$ cat config.mk
export PLATFORM = sky130hd
export DESIGN_NAME = qr_step_ctrl_flat
export DESIGN_NICKNAME = d
export VERILOG_FILES = /design/src/verilog/qr_ctrl_pkg.sv /design/src/verilog/qr_step_if.sv /design/src/verilog/qr_step_ctrl.sv /design/src/flat_wrapper.sv
export VERILOG_INCLUDE_DIRS = /design/src /design/src/verilog
export SDC_FILE = /design/constraint.sdc
export NUM_CORES = 1
export LEC_CHECK = 0
export BUFFER_PORTS_ARGS = -buffer_cell sky130_fd_sc_hd__buf_2
export CAP_MARGIN = 10
export CORE_AREA = 2 2 39 41
export CTS_CLUSTER_SIZE = 24
export DETAILED_ROUTE_END_ITERATION = 7
export DIE_AREA = 0 0 41 43
export SLEW_MARGIN = 20
export SYNTH_ARGS = -nofsm -noshare
export SYNTH_HDL_FRONTEND = slang
export SYNTH_SLANG_ARGS = --single-unit
export TNS_END_PERCENT = 100
$ cat constraint.sdc
create_clock -name i_clk -period 3.14 [get_ports i_clk]
set_input_delay 0.314 -clock i_clk [delete_from_list [all_inputs] [get_ports i_clk]]
set_output_delay 0.314 -clock i_clk [all_outputs]
set_load 0.05 [all_outputs]
$ cat src/verilog/qr_params.svh
`ifndef QR_PARAMS_SVH
`define QR_PARAMS_SVH

// --------------------------------------------------------------------------
// fixed-point sizes
// --------------------------------------------------------------------------

// one real component in S3.16
`define QR_WORD 20

// fraction bits of a component
`define QR_FRAC 16

// headroom over a full product in the accumulator
`define QR_GUARD 4

// elements per burst
`define QR_VEC_LEN 4

`endif

$ cat src/verilog/qr_ctrl_pkg.sv
`include "qr_params.svh"

package qr_ctrl_pkg;

    // sequencer phases in the order they run
    typedef enum logic [1:0] {
        S_READ,
        S_IP,
        S_PRJ,
        S_OUT
    } step_state_t;

    typedef logic [$clog2(`QR_VEC_LEN)-1:0] elem_idx_t;

endpackage

$ cat src/verilog/qr_step_if.sv
interface qr_step_if;

    // element under work in every phase
    qr_ctrl_pkg::elem_idx_t elem_idx;
    logic                   wr_en;

    // inner product strobes
    logic                   mac_clear;
    logic                   mac_en;
    logic                   mac_last;

    // projection strobes
    logic                   prj_en;
    logic                   prj_last;

    modport ctrl  (output elem_idx, wr_en, mac_clear, mac_en, mac_last, prj_en, prj_last);
    modport store (input elem_idx, wr_en);
    modport mac   (input mac_clear, mac_en, mac_last);
    modport prj   (input prj_en, prj_last);

endinterface

$ cat src/verilog/qr_step_ctrl.sv
`include "qr_params.svh"

module qr_step_ctrl (
    input  logic     i_clk,
    input  logic     i_rst,
    input  logic     i_trig,
    qr_step_if.ctrl  step,
    output logic     o_r_vld
);

    localparam int cnt_w = $clog2(`QR_VEC_LEN + 2);

    // last element, and the end of the two-cycle wait behind the MAC
    localparam logic [cnt_w-1:0] last_elem = cnt_w'(`QR_VEC_LEN - 1);
    localparam logic [cnt_w-1:0] ip_end    = cnt_w'(`QR_VEC_LEN + 1);
    localparam logic [cnt_w-1:0] out_end   = cnt_w'(1);

    qr_ctrl_pkg::step_state_t state;
    qr_ctrl_pkg::step_state_t next_state;
    logic [cnt_w-1:0]         cnt;
    logic                     phase_end;
    logic                     cnt_en;

    // --------------------------------------------------------------------------
    // phase sequencing
    // --------------------------------------------------------------------------

    always_comb begin
        case (state)
            qr_ctrl_pkg::S_READ: begin
                phase_end  = step.wr_en && (cnt == last_elem);
                next_state = qr_ctrl_pkg::S_IP;
            end
            qr_ctrl_pkg::S_IP: begin
                phase_end  = (cnt == ip_end);
                next_state = qr_ctrl_pkg::S_PRJ;
            end
            qr_ctrl_pkg::S_PRJ: begin
                phase_end  = (cnt == last_elem);
                next_state = qr_ctrl_pkg::S_OUT;
            end
            qr_ctrl_pkg::S_OUT: begin
                phase_end  = (cnt == out_end);
                next_state = qr_ctrl_pkg::S_READ;
            end
        endcase
    end

    // counter only waits on the burst while reading
    assign cnt_en = (state != qr_ctrl_pkg::S_READ) || step.wr_en;

    always_ff @(posedge i_clk or posedge i_rst) begin
        if (i_rst) begin
            state <= qr_ctrl_pkg::S_READ;
            cnt   <= '0;
        end else if (phase_end) begin
            state <= next_state;
            cnt   <= '0;
        end else if (cnt_en) begin
            cnt <= cnt + 1'b1;
        end
    end

    // --------------------------------------------------------------------------
    // strobes
    // --------------------------------------------------------------------------

    assign step.elem_idx  = cnt[$bits(qr_ctrl_pkg::elem_idx_t)-1:0];
    assign step.wr_en     = (state == qr_ctrl_pkg::S_READ) && i_trig;
    assign step.mac_clear = (state == qr_ctrl_pkg::S_IP) && (cnt == '0);
    assign step.mac_en    = (state == qr_ctrl_pkg::S_IP) && (cnt <= last_elem);
    assign step.mac_last  = (state == qr_ctrl_pkg::S_IP) && (cnt == last_elem);
    assign step.prj_en    = (state == qr_ctrl_pkg::S_PRJ);
    assign step.prj_last  = (state == qr_ctrl_pkg::S_PRJ) && (cnt == last_elem);

    // r has settled by the end of the wait
    assign o_r_vld = (state == qr_ctrl_pkg::S_IP) && (cnt == ip_end);

endmodule

$ cat src/flat_wrapper.sv
// flat-port wrapper written by rule: the top's interface ports become plain ports
module qr_step_ctrl_flat 
  (i_clk, i_rst, i_trig, o_r_vld, step_elem_idx, step_wr_en, step_mac_clear, step_mac_en, step_mac_last, step_prj_en, step_prj_last);
  qr_step_if step_i ();
  input  logic i_clk;
  input  logic i_rst;
  input  logic i_trig;
  output logic o_r_vld;
  output wire logic [$bits(step_i.elem_idx)-1:0] step_elem_idx;
  output wire logic [$bits(step_i.wr_en)-1:0] step_wr_en;
  output wire logic [$bits(step_i.mac_clear)-1:0] step_mac_clear;
  output wire logic [$bits(step_i.mac_en)-1:0] step_mac_en;
  output wire logic [$bits(step_i.mac_last)-1:0] step_mac_last;
  output wire logic [$bits(step_i.prj_en)-1:0] step_prj_en;
  output wire logic [$bits(step_i.prj_last)-1:0] step_prj_last;
  assign step_elem_idx = step_i.elem_idx;
  assign step_wr_en = step_i.wr_en;
  assign step_mac_clear = step_i.mac_clear;
  assign step_mac_en = step_i.mac_en;
  assign step_mac_last = step_i.mac_last;
  assign step_prj_en = step_i.prj_en;
  assign step_prj_last = step_i.prj_last;
  qr_step_ctrl u_core (.i_clk(i_clk), .i_rst(i_rst), .i_trig(i_trig), .step(step_i), .o_r_vld(o_r_vld));
endmodule
# == Yosys cells after proc, flatten, opt, wreduce, memory -nomap -nowiden ==
# Cells that the tools add are included.
# totals
in_bits,3
register_bits,5
# op_classes
magnitude_cmp,1
reduce_logical,12
eq_ne,6
mux,4
addsub,1
# ops
op,n
case mux 2 bit (4 select lines),1
logical AND 1 bit,7
2-to-1 mux 3 bit,2
== test 2 bit (second input constant),2
case mux 1 bit (4 select lines),1
nonzero test 2 bit,2
adder 3 x 1 -> 3 bit (second input constant),1
== test 3 x 1 -> 1 bit (second input constant),1
== test 3 x 2 -> 1 bit (second input constant),1
== test 3 bit (second input constant),1
less-or-equal comparator 3 x 2 -> 1 bit (second input constant),1
zero test 3 bit,1
== test 2 x 1 -> 1 bit (second input constant),1
zero test 2 bit,1
logical OR 1 bit,1

# == Longest topological paths before layout ==
# logic_depth
ltp_word,5
depth_mapped,5
depth_no_buf,5

# == Worst setup path after synthesis ==
# Ideal clock, no wire load.
# synth_path
kind,register -> register
start,reg u_core.state[0]
end,reg u_core.state[1]
path_buffers,0
arrival_ps,1746
path_stages_with_launch,6
path_slack_ps,1269
required_ps,3015
period_less_slack_ps,1871
cell_sequence,dfrtp_1 > inv_1 > ha_1 > a21oi_1 > a32oi_2 > mux2_4
# synth_via
word_cells_on_any_way,8
# synth_lines
element,line,source
start: declaration,qr_step_ctrl.sv:18,qr_ctrl_pkg::step_state_t state;
start signal: assignment,qr_step_ctrl.sv:54,state <= qr_ctrl_pkg::S_READ;
start signal: assignment,qr_step_ctrl.sv:57,state <= next_state;
== test 2 bit *,n/a,
net step_prj_en,flat_wrapper.sv:14,output wire logic [$bits(step_i.prj_en)-1:0] step_prj_en;
case mux 2 bit (4 select lines) or case mux 1 bit (4 select lines) (tied branches),qr_step_ctrl.sv:29,case (state)
# Mark *: on every way through the listed nets, which the timed path passes. The rest lies on a longest branch.
# A chain may end at the register's enable or synchronous reset.

# == Final worst setup path ==
# layout_path
start,reg u_core.cnt[0]
end,out step_mac_en
# layout_via
elab_chain_len,2
# layout_lines
element,line,source
start: declaration,qr_step_ctrl.sv:20,logic [cnt_w-1:0] cnt;
start signal: assignment,qr_step_ctrl.sv:60,cnt <= cnt + 1'b1;
less-or-equal comparator 3 x 2 -> 1 bit,qr_step_ctrl.sv:71,assign step.mac_en = (state == qr_ctrl_pkg::S_IP) && (cnt <= last_elem);
logical AND 1 bit,qr_step_ctrl.sv:71,
end: declaration,flat_wrapper.sv:12,output wire logic [$bits(step_i.mac_en)-1:0] step_mac_en;
# Every way passes these cells.

==> summary.txt <==
Route
  • DR iter-0 viols: 1
  • Post-DR wirelength/cell: about 11 um
  • Final WL: 782 um
  • Vias/cell: 4.45
  • DRC: 0
  • Post-DRT Antenna Nets: 0
  • DRT Pass-1 Iters: 2
  • Via Count: 329

Final layout
  • # diodes: 0
  • Final #Nets: 71
  • FF+latch area: 125 um^2
  • Multi-input logic area: 283 um^2
  • Share of layout cells above drive strength 1: 32.8%
  • Fin cells: 74
  • Layout area overhead: 21.4%
  • Fill cells: around 140

Global route
  • Met2 Use GR: 15.6%
  • Grt met1 use: between 10% and 20%
  • Initial antenna violation count: 0
  • Congestion Overflow GR: 0
  • Largest net degree at the start of global routing: 7
  • Met3 Use GR: 4.71%
  • Total track usage: 11.6%
  • Vias in the first global route: 326
  • First-pass GRT wire length: 1390 um
  • Layer with the highest usage: met1

Placement
  • GP Congestion: 0.726
  • DP Cell Count: 69
  • DP Wirelength: around 630 um
  • PortBufs: 11

Floorplan
  • Die ar.: 1760 um^2
  • Die width: ~41 um
  • Height of the die: 43 um
  • Placeable Area: between 1000 and 1500 um^2
  • Io pins: 12
  • Initial core utilization: 32.5%
  • Row count: 14

STA
  • Slew HR: approximately four fifths
  • Final hold vios: 0
  • Final worst-path cycle share: about three fifths
  • RSZ-0062 raised after global routing: false
  • Setup Skew: 4.78 ps
  • Fin Hold WS: between 500 and 600 ps
  • Fin crit period: 1850 ps
  • Final slew viol count: 0
  • Number of setup violations in the final report: 0
  • Worst-Margin Slew: 315 ps
  • Setup TNS: 0 ps
  • Max frequency: 542 MHz

Status
  • Status: finished, final reports clean

Yosys
  • EDFF count, synth: 0
  • Post-synth top flop: dfrtp_1
  • Area contributors post-synth: dfrtp_1, ha_1, inv_1, nand3b_4, and2_1
  • Top-count cell post-synth: ha_1
  • Synth Area per Inst: ~10 um^2
  • Synth top area share: approximately 28%
  • Post-Synthesis Net Count: 56
  • Synth Register Bits: 5
  • Syn. warnings: 0
  • Yosys cell types: 19
  • Mapped Area: 449 um^2
  • Async S/R FF share, synth: 100%
  • Leading area contributor after synthesis: dfrtp_1
  • Mapped Cells: 44
  • Register area share after synthesis: 27.9%
  • Synth top cells by count: ha_1, inv_1, dfrtp_1

Setup path
  • Critical path arrival: 1530 ps
  • FF-to-FF setup slack: roughly 1400 ps
  • Crit path required time: 2830 ps
  • RR Startpoint: u_core.cnt[1]
  • R2r endpoint: u_core.state[1]
  • CP Class: flip-flop to output pin
  • Worst Path Max Fanout: 6
  • Worst setup EP type: output pin
  • Worst r2r path cells: 5
  • Crit path launch type: flip-flop

Worst hold path
  • Hold wc startpoint: i_trig
  • Hold path depth: 4
  • Hold/Removal Path Class: input pin to flip-flop
  • Hold path endpoint: u_core.cnt[0]

Clocking
  • H-tree lvl count: 1
  • CTS tree: built
  • Clock Latency Late Sink: 240 ps
  • CTS Buf Count: 3
  • Clock Tree Root: clkbuf_4
  • Clk slew on worst S/H paths: 50 ps
  • Post-cts sizing count: 0
  • CTS Buffer Depth: 2
  • Clock sink count: 5

Run
  • Max cap viols: 0
-- placed cells by master, fill, tap and decap left out, types with 2 or more instances in the layout --
| cell | instances |
|---|---|
| buf_2 | 11 |
| ha_1 | 9 |
| inv_1 | 7 |
| dfrtp_1 | 5 |
| nor2_1 | 3 |
| and2_1 | 3 |
| clkbuf_4 | 3 |
| a21oi_1 | 2 |
| o21a_1 | 2 |
-- critical path, cell delays in order, from the launching register on --
cell and delay [ps]:
dfrtp_1 440, ha_1 230, ha_1 230, o21a_1 200
buf_2 200
-- state kept, by name (all words and copies together) (netlist names) --
name          flops
u_core.cnt        3
u_core.state      2
-- through the flow --
stage | utilization [%] | setup WS (ps) | area (um^2)
final | 39.4 | 1290 | 546
after detailed placement | 36.8 | 1440 | 509
after floorplan | - | 1270 | 449
after global routing | 39.4 | 1220 | 546
after CTS | 39.4 | 1270 | 546
after global placement | 36.8 | 1480 | 509
-- worst max-delay path by stage --
stage / startpoint / slack (ps) / endpoint
3_5_place_dp: u_core.cnt[0] / 1440 / u_core.state[1]
2_1_floorplan: u_core.state[0] / 1270 / u_core.state[1]
3_3_place_gp: u_core.state[1] / 1480 / u_core.state[1]
5_1_grt: u_core.cnt[0] / 1220 / step_mac_en
4_1_cts: u_core.cnt[0] / 1270 / step_mac_en
6_report: u_core.cnt[0] / 1290 / step_mac_en
-- cell type report --
cell class / count / area share [%]
multi-input cells: 30 / 51.8
flip-flops and latches: 5 / 22.9
repair buffers: 12 / 11.9
inverters: 7 / 4.82
clock buffers: 4 / 4.82
well taps: 16 / 3.67
-- timing repair --
item / CTS / global route
setup buffers: 0 / 0
hold buffers: 1 / 0
hold endpoints to repair: 5 / 0
-- per-layer routing --
| metal | vias to the layer above | wire length [um] |
|---|---|---|
| met5 | - | 0 |
| met4 | 0 | 0 |
| met3 | 0 | 42 |
| met2 | 8 | 342 |
| met1 | 149 | 397 |
| li1 | 172 | - |
-- kinds of logic (layout without fill, tap and decap cells) --
group                      Yosys count  count (layout)  synth area share, %
AOI/OAI and AO/OA                    7               7                 13.1
xor gates and xnor gates             1               1                 1.95
adders and majority gates            9               9                 25.1
buffers and inverters                9              23                 9.19
DFF                                  5               5                 27.9
muxes                                2               2                 5.57
and+or+nand+nor                     11              11                 17.3
Power is left out: the tool's default activity adds up to more than one toggle a clock period on the data nets, which glitch-free logic cannot reach.
