==> config.mk <==
export PLATFORM = sky130hd
export DESIGN_NAME = qr_vector_store_flat
export DESIGN_NICKNAME = d
export VERILOG_FILES = /design/src/verilog/qr_fixed_pkg.sv /design/src/verilog/qr_ctrl_pkg.sv /design/src/verilog/qr_step_if.sv /design/src/verilog/qr_vector_store.sv /design/src/flat_wrapper.sv
export VERILOG_INCLUDE_DIRS = /design/src /design/src/verilog
export SDC_FILE = /design/constraint.sdc
export NUM_CORES = 1
export LEC_CHECK = 0
export BUFFER_PORTS_ARGS = -buffer_cell sky130_fd_sc_hd__buf_2
export CORE_MARGIN = 1
export CORE_UTILIZATION = 40
export CTS_CLUSTER_DIAMETER = 150
export DETAILED_ROUTE_END_ITERATION = 8
export HOLD_SLACK_MARGIN = 0.12
export PLACE_DENSITY = 0.68
export SYNTH_ARGS = -nofsm -noshare
export SYNTH_HDL_FRONTEND = slang
export SYNTH_SLANG_ARGS = --single-unit
==> constraint.sdc <==
create_clock -name i_clk -period 14.8 [get_ports i_clk]
set_clock_uncertainty 0.05 [all_clocks]
set_input_delay 3.7 -clock i_clk [delete_from_list [all_inputs] [get_ports i_clk]]
set_output_delay 3.7 -clock i_clk [all_outputs]
set_load 0.05 [all_outputs]
==> src/verilog/qr_params.svh <==
`ifndef QR_PARAMS_SVH
`define QR_PARAMS_SVH

// --------------------------------------------------------------------------
// fixed-point sizes
// --------------------------------------------------------------------------

// one real component in S3.16
`define QR_WORD 20

// fraction bits of a component
`define QR_FRAC 16

// headroom over a full product in the accumulator
`define QR_GUARD 4

// elements per burst
`define QR_VEC_LEN 4

`endif

==> src/verilog/qr_fixed_pkg.sv <==
`include "qr_params.svh"

package qr_fixed_pkg;

    // one S3.16 real value
    typedef logic signed [`QR_WORD-1:0] fixed_t;

    // real part in the upper half, imaginary part in the lower half
    typedef logic [2*`QR_WORD-1:0] cplx_t;

    // full S7.32 product of two components
    typedef logic signed [2*`QR_WORD-1:0] prod_t;

    // accumulator component
    typedef logic signed [2*`QR_WORD+`QR_GUARD-1:0] acc_t;

    // clamp to the S3.16 range
    function automatic fixed_t sat_fixed(input acc_t v);
        fixed_t res;
        if (&v[$bits(acc_t)-1:`QR_WORD-1] || ~|v[$bits(acc_t)-1:`QR_WORD-1]) begin
            res = v[`QR_WORD-1:0];
        end else if (v[$bits(acc_t)-1]) begin
            res = {1'b1, {(`QR_WORD-1){1'b0}}};
        end else begin
            res = {1'b0, {(`QR_WORD-1){1'b1}}};
        end
        return res;
    endfunction

endpackage

==> src/verilog/qr_ctrl_pkg.sv <==
`include "qr_params.svh"

package qr_ctrl_pkg;

    // sequencer phases in the order they run
    typedef enum logic [1:0] {
        S_READ,
        S_IP,
        S_PRJ,
        S_OUT
    } step_state_t;

    typedef logic [$clog2(`QR_VEC_LEN)-1:0] elem_idx_t;

endpackage

==> src/verilog/qr_step_if.sv <==
interface qr_step_if;

    // element under work in every phase
    qr_ctrl_pkg::elem_idx_t elem_idx;
    logic                   wr_en;

    // inner product strobes
    logic                   mac_clear;
    logic                   mac_en;
    logic                   mac_last;

    // projection strobes
    logic                   prj_en;
    logic                   prj_last;

    modport ctrl  (output elem_idx, wr_en, mac_clear, mac_en, mac_last, prj_en, prj_last);
    modport store (input elem_idx, wr_en);
    modport mac   (input mac_clear, mac_en, mac_last);
    modport prj   (input prj_en, prj_last);

endinterface

==> src/verilog/qr_vector_store.sv <==
`include "qr_params.svh"

module qr_vector_store (
    input  logic                i_clk,
    input  logic                i_rst,
    qr_step_if.store            step,
    input  qr_fixed_pkg::cplx_t i_h,
    input  qr_fixed_pkg::cplx_t i_q,
    output qr_fixed_pkg::cplx_t o_h_elem,
    output qr_fixed_pkg::cplx_t o_q_elem
);

    // one entry per burst element
    qr_fixed_pkg::cplx_t h_mem [`QR_VEC_LEN];
    qr_fixed_pkg::cplx_t q_mem [`QR_VEC_LEN];

    // --------------------------------------------------------------------------
    // write port
    // --------------------------------------------------------------------------

    always_ff @(posedge i_clk or posedge i_rst) begin
        if (i_rst) begin
            for (int i = 0; i < `QR_VEC_LEN; i++) begin
                h_mem[i] <= '0;
                q_mem[i] <= '0;
            end
        end else if (step.wr_en) begin
            h_mem[step.elem_idx] <= i_h;
            q_mem[step.elem_idx] <= i_q;
        end
    end

    // --------------------------------------------------------------------------
    // read port
    // --------------------------------------------------------------------------

    // same index feeds both the inner product and the projector
    assign o_h_elem = h_mem[step.elem_idx];
    assign o_q_elem = q_mem[step.elem_idx];

endmodule

==> src/flat_wrapper.sv <==
// flat-port wrapper written by rule: the top's interface ports become plain ports
module qr_vector_store_flat 
  (i_clk, i_rst, i_h, i_q, o_h_elem, o_q_elem, step_elem_idx, step_wr_en);
  qr_step_if step_i ();
  input  logic i_clk;
  input  logic i_rst;
  input  qr_fixed_pkg::cplx_t i_h;
  input  qr_fixed_pkg::cplx_t i_q;
  output qr_fixed_pkg::cplx_t o_h_elem;
  output qr_fixed_pkg::cplx_t o_q_elem;
  input wire logic [$bits(step_i.elem_idx)-1:0] step_elem_idx;
  input wire logic [$bits(step_i.wr_en)-1:0] step_wr_en;
  assign step_i.elem_idx = step_elem_idx;
  assign step_i.wr_en = step_wr_en;
  qr_vector_store u_core (.i_clk(i_clk), .i_rst(i_rst), .step(step_i), .i_h(i_h), .i_q(i_q), .o_h_elem(o_h_elem), .o_q_elem(o_q_elem));
endmodule
* Word-level counts from Yosys, hierarchy flattened *
Index checks and enable logic that the tools add are counted.

word-level totals
  register bits = 320
  bits of input ports = 85
  output and inout bits = 80

operators by class
  bitwise logic cells = 1
  reduce and logical (&&, ||, !) cells = 1
  $lt $le $gt $ge = 2
  muxes and demuxes = 10

operators with widths
  kind                                                        count
  bitwise mux 160 bit                                         2
  2-to-1 mux 40 bit                                           5
  binary-select mux 40 bit (select 2 bit)                     2
  demux 40 bit (select 2 bit)                                 1
  >= comparator 3 bit, second input constant                  1
  less-than comparator 3 x 1 -> 1 bit, second input constant  1
  NOT 2 -> 3 bit                                              1
  logical AND 1 bit                                           1

* Depth between registers and ports, before layout *
Gate-level depths: netlist (run 1).

  depth in word-level cells = 6
  mapped depth = 5

* Worst setup path after synthesis (run 1) *
Ideal clock, no wire load.

  path type = input -> output
  from = in step_elem_idx[0]
  to = out o_h_elem[0]
  path slack = 6.324 ns
  data arrival time = 4.726 ns
  required time = 11.050 ns
  cell stages on the path = 3
  path buffers = 2
  cells stage by stage = buf_4 > buf_4 > mux4_2

on the way
  word-level cells in the longest chain between the ends = 4

RTL lines
  element                                               line                   RTL
  from (decl)                                           flat_wrapper.sv:11     input wire logic [$bits(step_i.elem_idx)-1:0] step_elem_idx;
  NOT 2 -> 3 bit (implied by the code)                  qr_vector_store.sv:38  assign o_h_elem = h_mem[step.elem_idx];
  binary-select mux 40 bit (select 2 bit)               qr_vector_store.sv:38
  2-to-1 mux 40 bit (implied by the code) (2 in a row)  qr_vector_store.sv:38
  to (decl)                                             flat_wrapper.sv:9      output qr_fixed_pkg::cplx_t o_h_elem;

No other way between the ends. The select of a mux whose other input is x is not followed.

* Worst setup path in the final report (run 1) *
  from = in step_elem_idx[0]
  to = out o_q_elem[12]

on the way
  word-level cells in the longest chain between the ends = 4

RTL lines
  element                                               line                   RTL
  NOT 2 -> 3 bit (implied by the code)                  qr_vector_store.sv:39  assign o_q_elem = q_mem[step.elem_idx];
  binary-select mux 40 bit (select 2 bit)               qr_vector_store.sv:39
  2-to-1 mux 40 bit (implied by the code) (2 in a row)  qr_vector_store.sv:39
  to (decl)                                             flat_wrapper.sv:10     output qr_fixed_pkg::cplx_t o_q_elem;

No other way between the ends. The select of a mux whose other input is x is not followed.

==> results.json, run 1 <==
{
  "outcome": "finished, final reports clean",
  "fin_tns_setup_ns": 0,
  "relSlewSlack_pct": 34.8,
  "yosys_warnings": 0,
  "gp_congestion": 0.717,
  "r2r_slack_ns": 13.96,
  "dieArea_um2": 35400,
  "maxCapViolCount": 0,
  "crit_slowest_cell": "buf_4",
  "timing_hold_violations_final": 0,
  "period_share_pct": 65.5,
  "drtAntennaViolNets": 0,
  "core_region_area_um2": 33800,
  "total_power_mw": 2.52,
  "wire_per_inst_um": 19.8,
  "cp_cell_sequence": "buf_6 -> buf_4 -> mux4_2 -> buf_2",
  "synth-seq-cells": 320,
  "period_minus_slack_ns": 9.69,
  "via_per_inst": 5.24,
  "synth_cells": 778,
  "worstPathArrival_ns": 5.94,
  "p_sw_share_pct": 29.4,
  "cts-root-buf": "clkbuf_16",
  "min_path_cells": 1,
  "pwr-share-clk_pct": 32.8,
  "drive_above_1_share_pct": 63.7,
  "rsz0062_at_grt": "false",
  "ys_seq_area_share_pct": 57.8,
  "syn2layout_area_growth_pct": 15.9,
  "worstReg2RegEnd": "u_core.q_mem[15]",
  "power.density_nw_per_um2": 157,
  "synth_top_cell_by_area": "dfrtp_1",
  "reg2regPathDepth": 1,
  "hp-class": "reg2reg",
  "post_cts_buffers": 0,
  "syn_avg_cell_area_um2": 17.8,
  "clkTransAtPathRegs_ns": 0.06,
  "drcViolationCount": 0,
  "critPathKind": "in2out",
  "drtPass1Iterations": 4,
  "switchingPower_uw": 743,
  "hpwl_mm": 16.4,
  "postCtsHoldBufs": 0,
  "crit_family": "buffers and inverters",
  "synth_area_leaders": "dfrtp_1, mux2_2, mux4_2, mux2_1, buf_6",
  "power.internal_mw": 1.78,
  "dieWidth_um": 188,
  "io-pin-count": 165,
  "grt_overflow": 0,
  "cts_repair_resize_count": 0,
  "end_kind": "output pin",
  "synth.top_cell.area_share_pct": 57.8,
  "pre_cts_slack_ns": 5.01,
  "syn_area_um2": 13800,
  "nNetsFinal": 1025,
  "synthesis.nets": 863,
  "num_rows": 67,
  "r2r_start": "u_core.q_mem[15]",
  "cts_tree": "done",
  "slowest_delay_ns": 0.86,
  "cp.depth": 4,
  "grt_start_max_net_pins": 99,
  "drt_wl_total_mm": 27.9,
  "drv_slew": 0,
  "cp.required_ns": 11.05,
  "cts_made_buffers": 37,
  "ir_drop_mv": 0.111,
  "yosysUniqueCellTypes": 12,
  "pwr-share-seq_pct": 44.4,
  "grt_pass1_wl_mm": 45.9,
  "num_vias": 7386,
  "setup_viol": 0,
  "critPathBufInv": 3,
  "post-route-util_pct": 47.5,
  "combPwrFrac_pct": 22.8,
  "start_kind": "primary input",
  "grt_antenna_before_repair": 3,
  "hold_end": "u_core.q_mem[17]",
  "cts_sinks": 320,
  "clock_latency_ns": 0.50,
  "grt_pass1_vias": 8138,
  "min_from": "u_core.q_mem[17]",
  "clockBufferDepth": 3,
  "hold_slack_ns": 0.439,
  "grt_use_total_pct": 16.4,
  "leakage_nw": 6.91,
  "path_max_fanout": 46,
  "timing.final.ws_setup_ns": 5.11,
  "htree_levels": 2,
  "io_buffers": 164,
  "start_util_pct": 41.0,
  "worstMarginPinSlew_ns": 0.979,
  "fmax_ghz": 0.103,
  "first_iter_violations": 319,
  "die_y_um": 188
}
[sequential cells by signal, summed over array words and instances, names as in the netlist]
register,count
u_core.h_mem,160
u_core.q_mem,160
[worst max-delay path by stage]
stage,endpoint,start,slack (ns)
after global placement,o_q_elem[21],step_elem_idx[0],5.04
after global routing,o_q_elem[12],step_elem_idx[0],4.90
final,o_q_elem[12],step_elem_idx[0],5.11
after CTS,o_q_elem[12],step_elem_idx[0],5.00
after floorplan,u_core.h_mem[0],i_rst,2.19
after detailed placement,o_q_elem[12],step_elem_idx[0],5.01
[routing by layer]
metal	GRT usage, %	vias to the layer above	wire, um
met3	3.69	51	1440
met4	4.69	2	601
met5	0	-	12
met2	26.3	136	13400
met1	22.3	3956	12500
li1	-	3241	-
[final cells by class]
class	instances	area [um2]
fillers	2896	17700
well taps	448	561
clock buffers	53	1060
flip-flops and latches	320	8010
repair buffers	176	920
clock inverters	7	38.8
inverters	1	11.3
diodes	1	2.50
multi-input cells	404	5450
[kinds of logic (layout without fill, tap and decap cells)]
logic type	Yosys count	in the layout	synth area share, %
other	0	1	0
buffers and inverters	54	237	2.91
muxes	400	400	39.0
and+or+nand+nor	4	4	0.235
DFF	320	320	57.8
[Yosys cell counts, drive strengths merged]
cell type and n:
inv 1, mux4 80, clkbuf 8, dfrtp 320
nor3b 1, nand3b 2, nand3 1, mux2 320
buf 45
[cell usage in the layout, fill, tap and decap left out]
cell type / netlist / final
dfrtp_1: 320 / 320
mux4_2: 80 / 80
clkbuf_16: 0 / 37
nor3b_2: 0 / 1
buf_6: 15 / 1
nand3_4: 0 / 1
diode_2: 0 / 1
inv_6: 0 / 1
mux2_1: 18 / 18
clkbuf_8: 0 / 7
mux2_2: 302 / 302
clkbuf_1: 8 / 9
buf_2: 10 / 162
nand3b_1: 2 / 2
buf_4: 20 / 13
clkinv_2: 0 / 6
inv_8: 0 / 1
[through the flow]
stage	cell area, um2	std cells
after floorplan	13800	778
after global placement	14900	1349
after detailed placement	14900	1349
after CTS	16000	1409
after global routing	16000	1410
final	16000	1410
[power by group through the flow]
stage	combinational (mW)	sequential, mW	clock (mW)
floorplan	0.478	1.11	0
global placement	0.571	1.13	0
detailed placement	0.583	1.13	0
CTS	0.585	1.12	0.858
global route	0.611	1.14	0.892
finish	0.576	1.12	0.829
(Power assumes the default switching activity.)
==> run 2, diff against run 1 <==
--- a/config.mk
+++ b/config.mk
@@ -12,7 +12,7 @@
 export CTS_CLUSTER_DIAMETER = 150
 export DETAILED_ROUTE_END_ITERATION = 8
 export HOLD_SLACK_MARGIN = 0.12
-export PLACE_DENSITY = 0.68
+export PLACE_DENSITY = 0.71
 export SYNTH_ARGS = -nofsm -noshare
 export SYNTH_HDL_FRONTEND = slang
 export SYNTH_SLANG_ARGS = --single-unit
==> constraint.sdc (replaced) <==
create_clock -name i_clk -period 8.4 [get_ports i_clk]
set_clock_uncertainty 0.05 [all_clocks]
set_input_delay 2.1 -clock i_clk [delete_from_list [all_inputs] [get_ports i_clk]]
set_output_delay 2.1 -clock i_clk [all_outputs]
set_load 0.05 [all_outputs]
==> run 2 against run 1 <==
  * Global-route usage fell by 0.084 points
  * Sequential share of layout area fell by 0.19 points
  * Die area did not move
  * Setup slack got worse by 3.1 ns
  * Largest power group unchanged
==> results.json, run 2 (synthesis gave the netlist of run 1 again) <==
{
  "dp.cells": 1349,
  "power.density_nw_per_um2": 279,
  "path_max_fanout": 60,
  "io_buffers": 164,
  "crit_end": "o_h_elem[13]",
  "cts_tree": "done",
  "syn2layout_area_growth_pct": 16.3,
  "ir_drop_mv": 0.161,
  "cp_cell_sequence": "buf_6 -> buf_4 -> mux4_2 -> buf_2",
  "hold_slack_ns": 0.439,
  "r2r_slack_ns": 7.56,
  "crit_family": "buffers and inverters",
  "reg_top3": "u_core.h_mem x160, u_core.q_mem x160",
  "drt_wl_total_mm": 27.7,
  "first_iter_violations": 257,
  "hp-class": "reg2reg",
  "grt_busiest_layer": "met2",
  "worstReg2RegEnd": "u_core.q_mem[17]",
  "grt_start_max_net_pins": 119,
  "dieArea_um2": 35400,
  "cts-root-buf": "clkbuf_16",
  "critPathKind": "in2out",
  "slowest_delay_ns": 0.65,
  "io-pin-count": 165,
  "drv_slew": 0,
  "worstPathArrival_ns": 4.21,
  "gp_congestion": 0.716,
  "drtPass1Iterations": 4,
  "nNetsFinal": 1024,
  "period_minus_slack_ns": 6.36,
  "die_y_um": 188,
  "grt_overflow": 0,
  "maxCapViolCount": 0,
  "htree_levels": 2,
  "end_kind": "output pin",
  "timing_hold_violations_final": 0,
  "grt_use_met1_pct": 22.5,
  "clkTransAtPathRegs_ns": 0.06,
  "multiInputGateArea_um2": 5450,
  "met3_usage_pct": 3.65,
  "fin_tns_setup_ns": 0,
  "setup_viol": 0,
  "r2r_start": "u_core.q_mem[17]",
  "drcViolationCount": 0,
  "layout_common_cells": "dfrtp_1, mux2_2, buf_2",
  "wire_per_inst_um": 19.6,
  "hpwl_mm": 16.3,
  "cp.required_ns": 6.25,
  "drive_above_1_share_pct": 63.8,
  "reg2regPathDepth": 1,
  "grt_pass1_wl_mm": 45.8,
  "post_cts_buffers": 0,
  "crit_start": "step_elem_idx[0]",
  "crit_slowest_cell": "buf_6",
  "fillers": 2888,
  "fin_cells": 1410,
  "final_common_cell": "dfrtp_1",
  "cts_repair_resize_count": 0,
  "worstMarginPinSlew_ns": 0.993,
  "cts_made_buffers": 36,
  "critPathBufInv": 3,
  "num_rows": 67,
  "grt_pass1_vias": 8246,
  "dieWidth_um": 188,
  "leakage_nw": 6.93,
  "postCtsHoldBufs": 0,
  "cp.depth": 4,
  "cts_sinks": 320,
  "grt_antenna_before_repair": 3,
  "fmax_ghz": 0.157,
  "regArea_um2": 8010,
  "grt_use_total_pct": 16.3,
  "start_kind": "primary input",
  "period_share_pct": 75.7,
  "via_per_inst": 5.21,
  "grt_use_met2_pct": 26.1,
  "relSlewSlack_pct": 33.7,
  "drtAntennaViolNets": 0,
  "clockBufferDepth": 3,
  "start_util_pct": 41.0,
  "clock_latency_ns": 0.49,
  "num_vias": 7347,
  "rsz0062_at_grt": "false",
  "outcome": "finished, final reports clean",
  "core_region_area_um2": 33800
}
-- run 2: routing by layer --
layer	share of wire, %	routed length, um	vias up
li1	-	-	3236
met1	45	12600	3918
met2	48	13200	148
met3	5.3	1480	41
met4	1.6	436	4
met5	0.098	27	-
-- run 2: worst min path at each step --
stage                           start                end  slack [ns]  cells after the start
finish              u_core.h_mem[110]  u_core.h_mem[110]        0.44                      1
global route         u_core.q_mem[15]   u_core.q_mem[15]        0.46                      1
CTS                 u_core.h_mem[116]  u_core.h_mem[116]        0.44                      1
detailed placement  u_core.h_mem[116]  u_core.h_mem[116]        0.43                      1
global placement    u_core.h_mem[111]  u_core.h_mem[111]        0.42                      1
floorplan             u_core.h_mem[1]    u_core.h_mem[1]        0.41                      1
-- run 2: layout make-up --
cell class,instances,share of cell area (%)
antenna,1,0.0155
multi-input combinational,404,33.8
timing repair buffer,176,5.86
inverter,1,0.0466
clock buffer,51,6.45
sequential,320,49.7
clock inverter,9,0.606
tap,448,3.48
-- run 2: stage by stage --
step | total power [mW] | cell area [um2] | setup WS, ns | util (%)
2_1_floorplan | 2.79 | 13900 | 1.98 | -
3_3_place_gp | 3.00 | 15000 | 1.98 | 44.3
3_5_place_dp | 3.03 | 15000 | 1.95 | 44.3
4_1_cts | 4.56 | 16100 | 1.95 | 47.7
5_1_grt | 4.71 | 16100 | 1.83 | 47.7
6_report | 4.50 | 16100 | 2.04 | 47.7
-- run 2: where the power goes --
group | internal (mW) | total [mW] | switching (mW)
registers | 1.83 | 1.98 | 0.141
clock network | 0.917 | 1.51 | 0.589
logic | 0.438 | 1.02 | 0.577
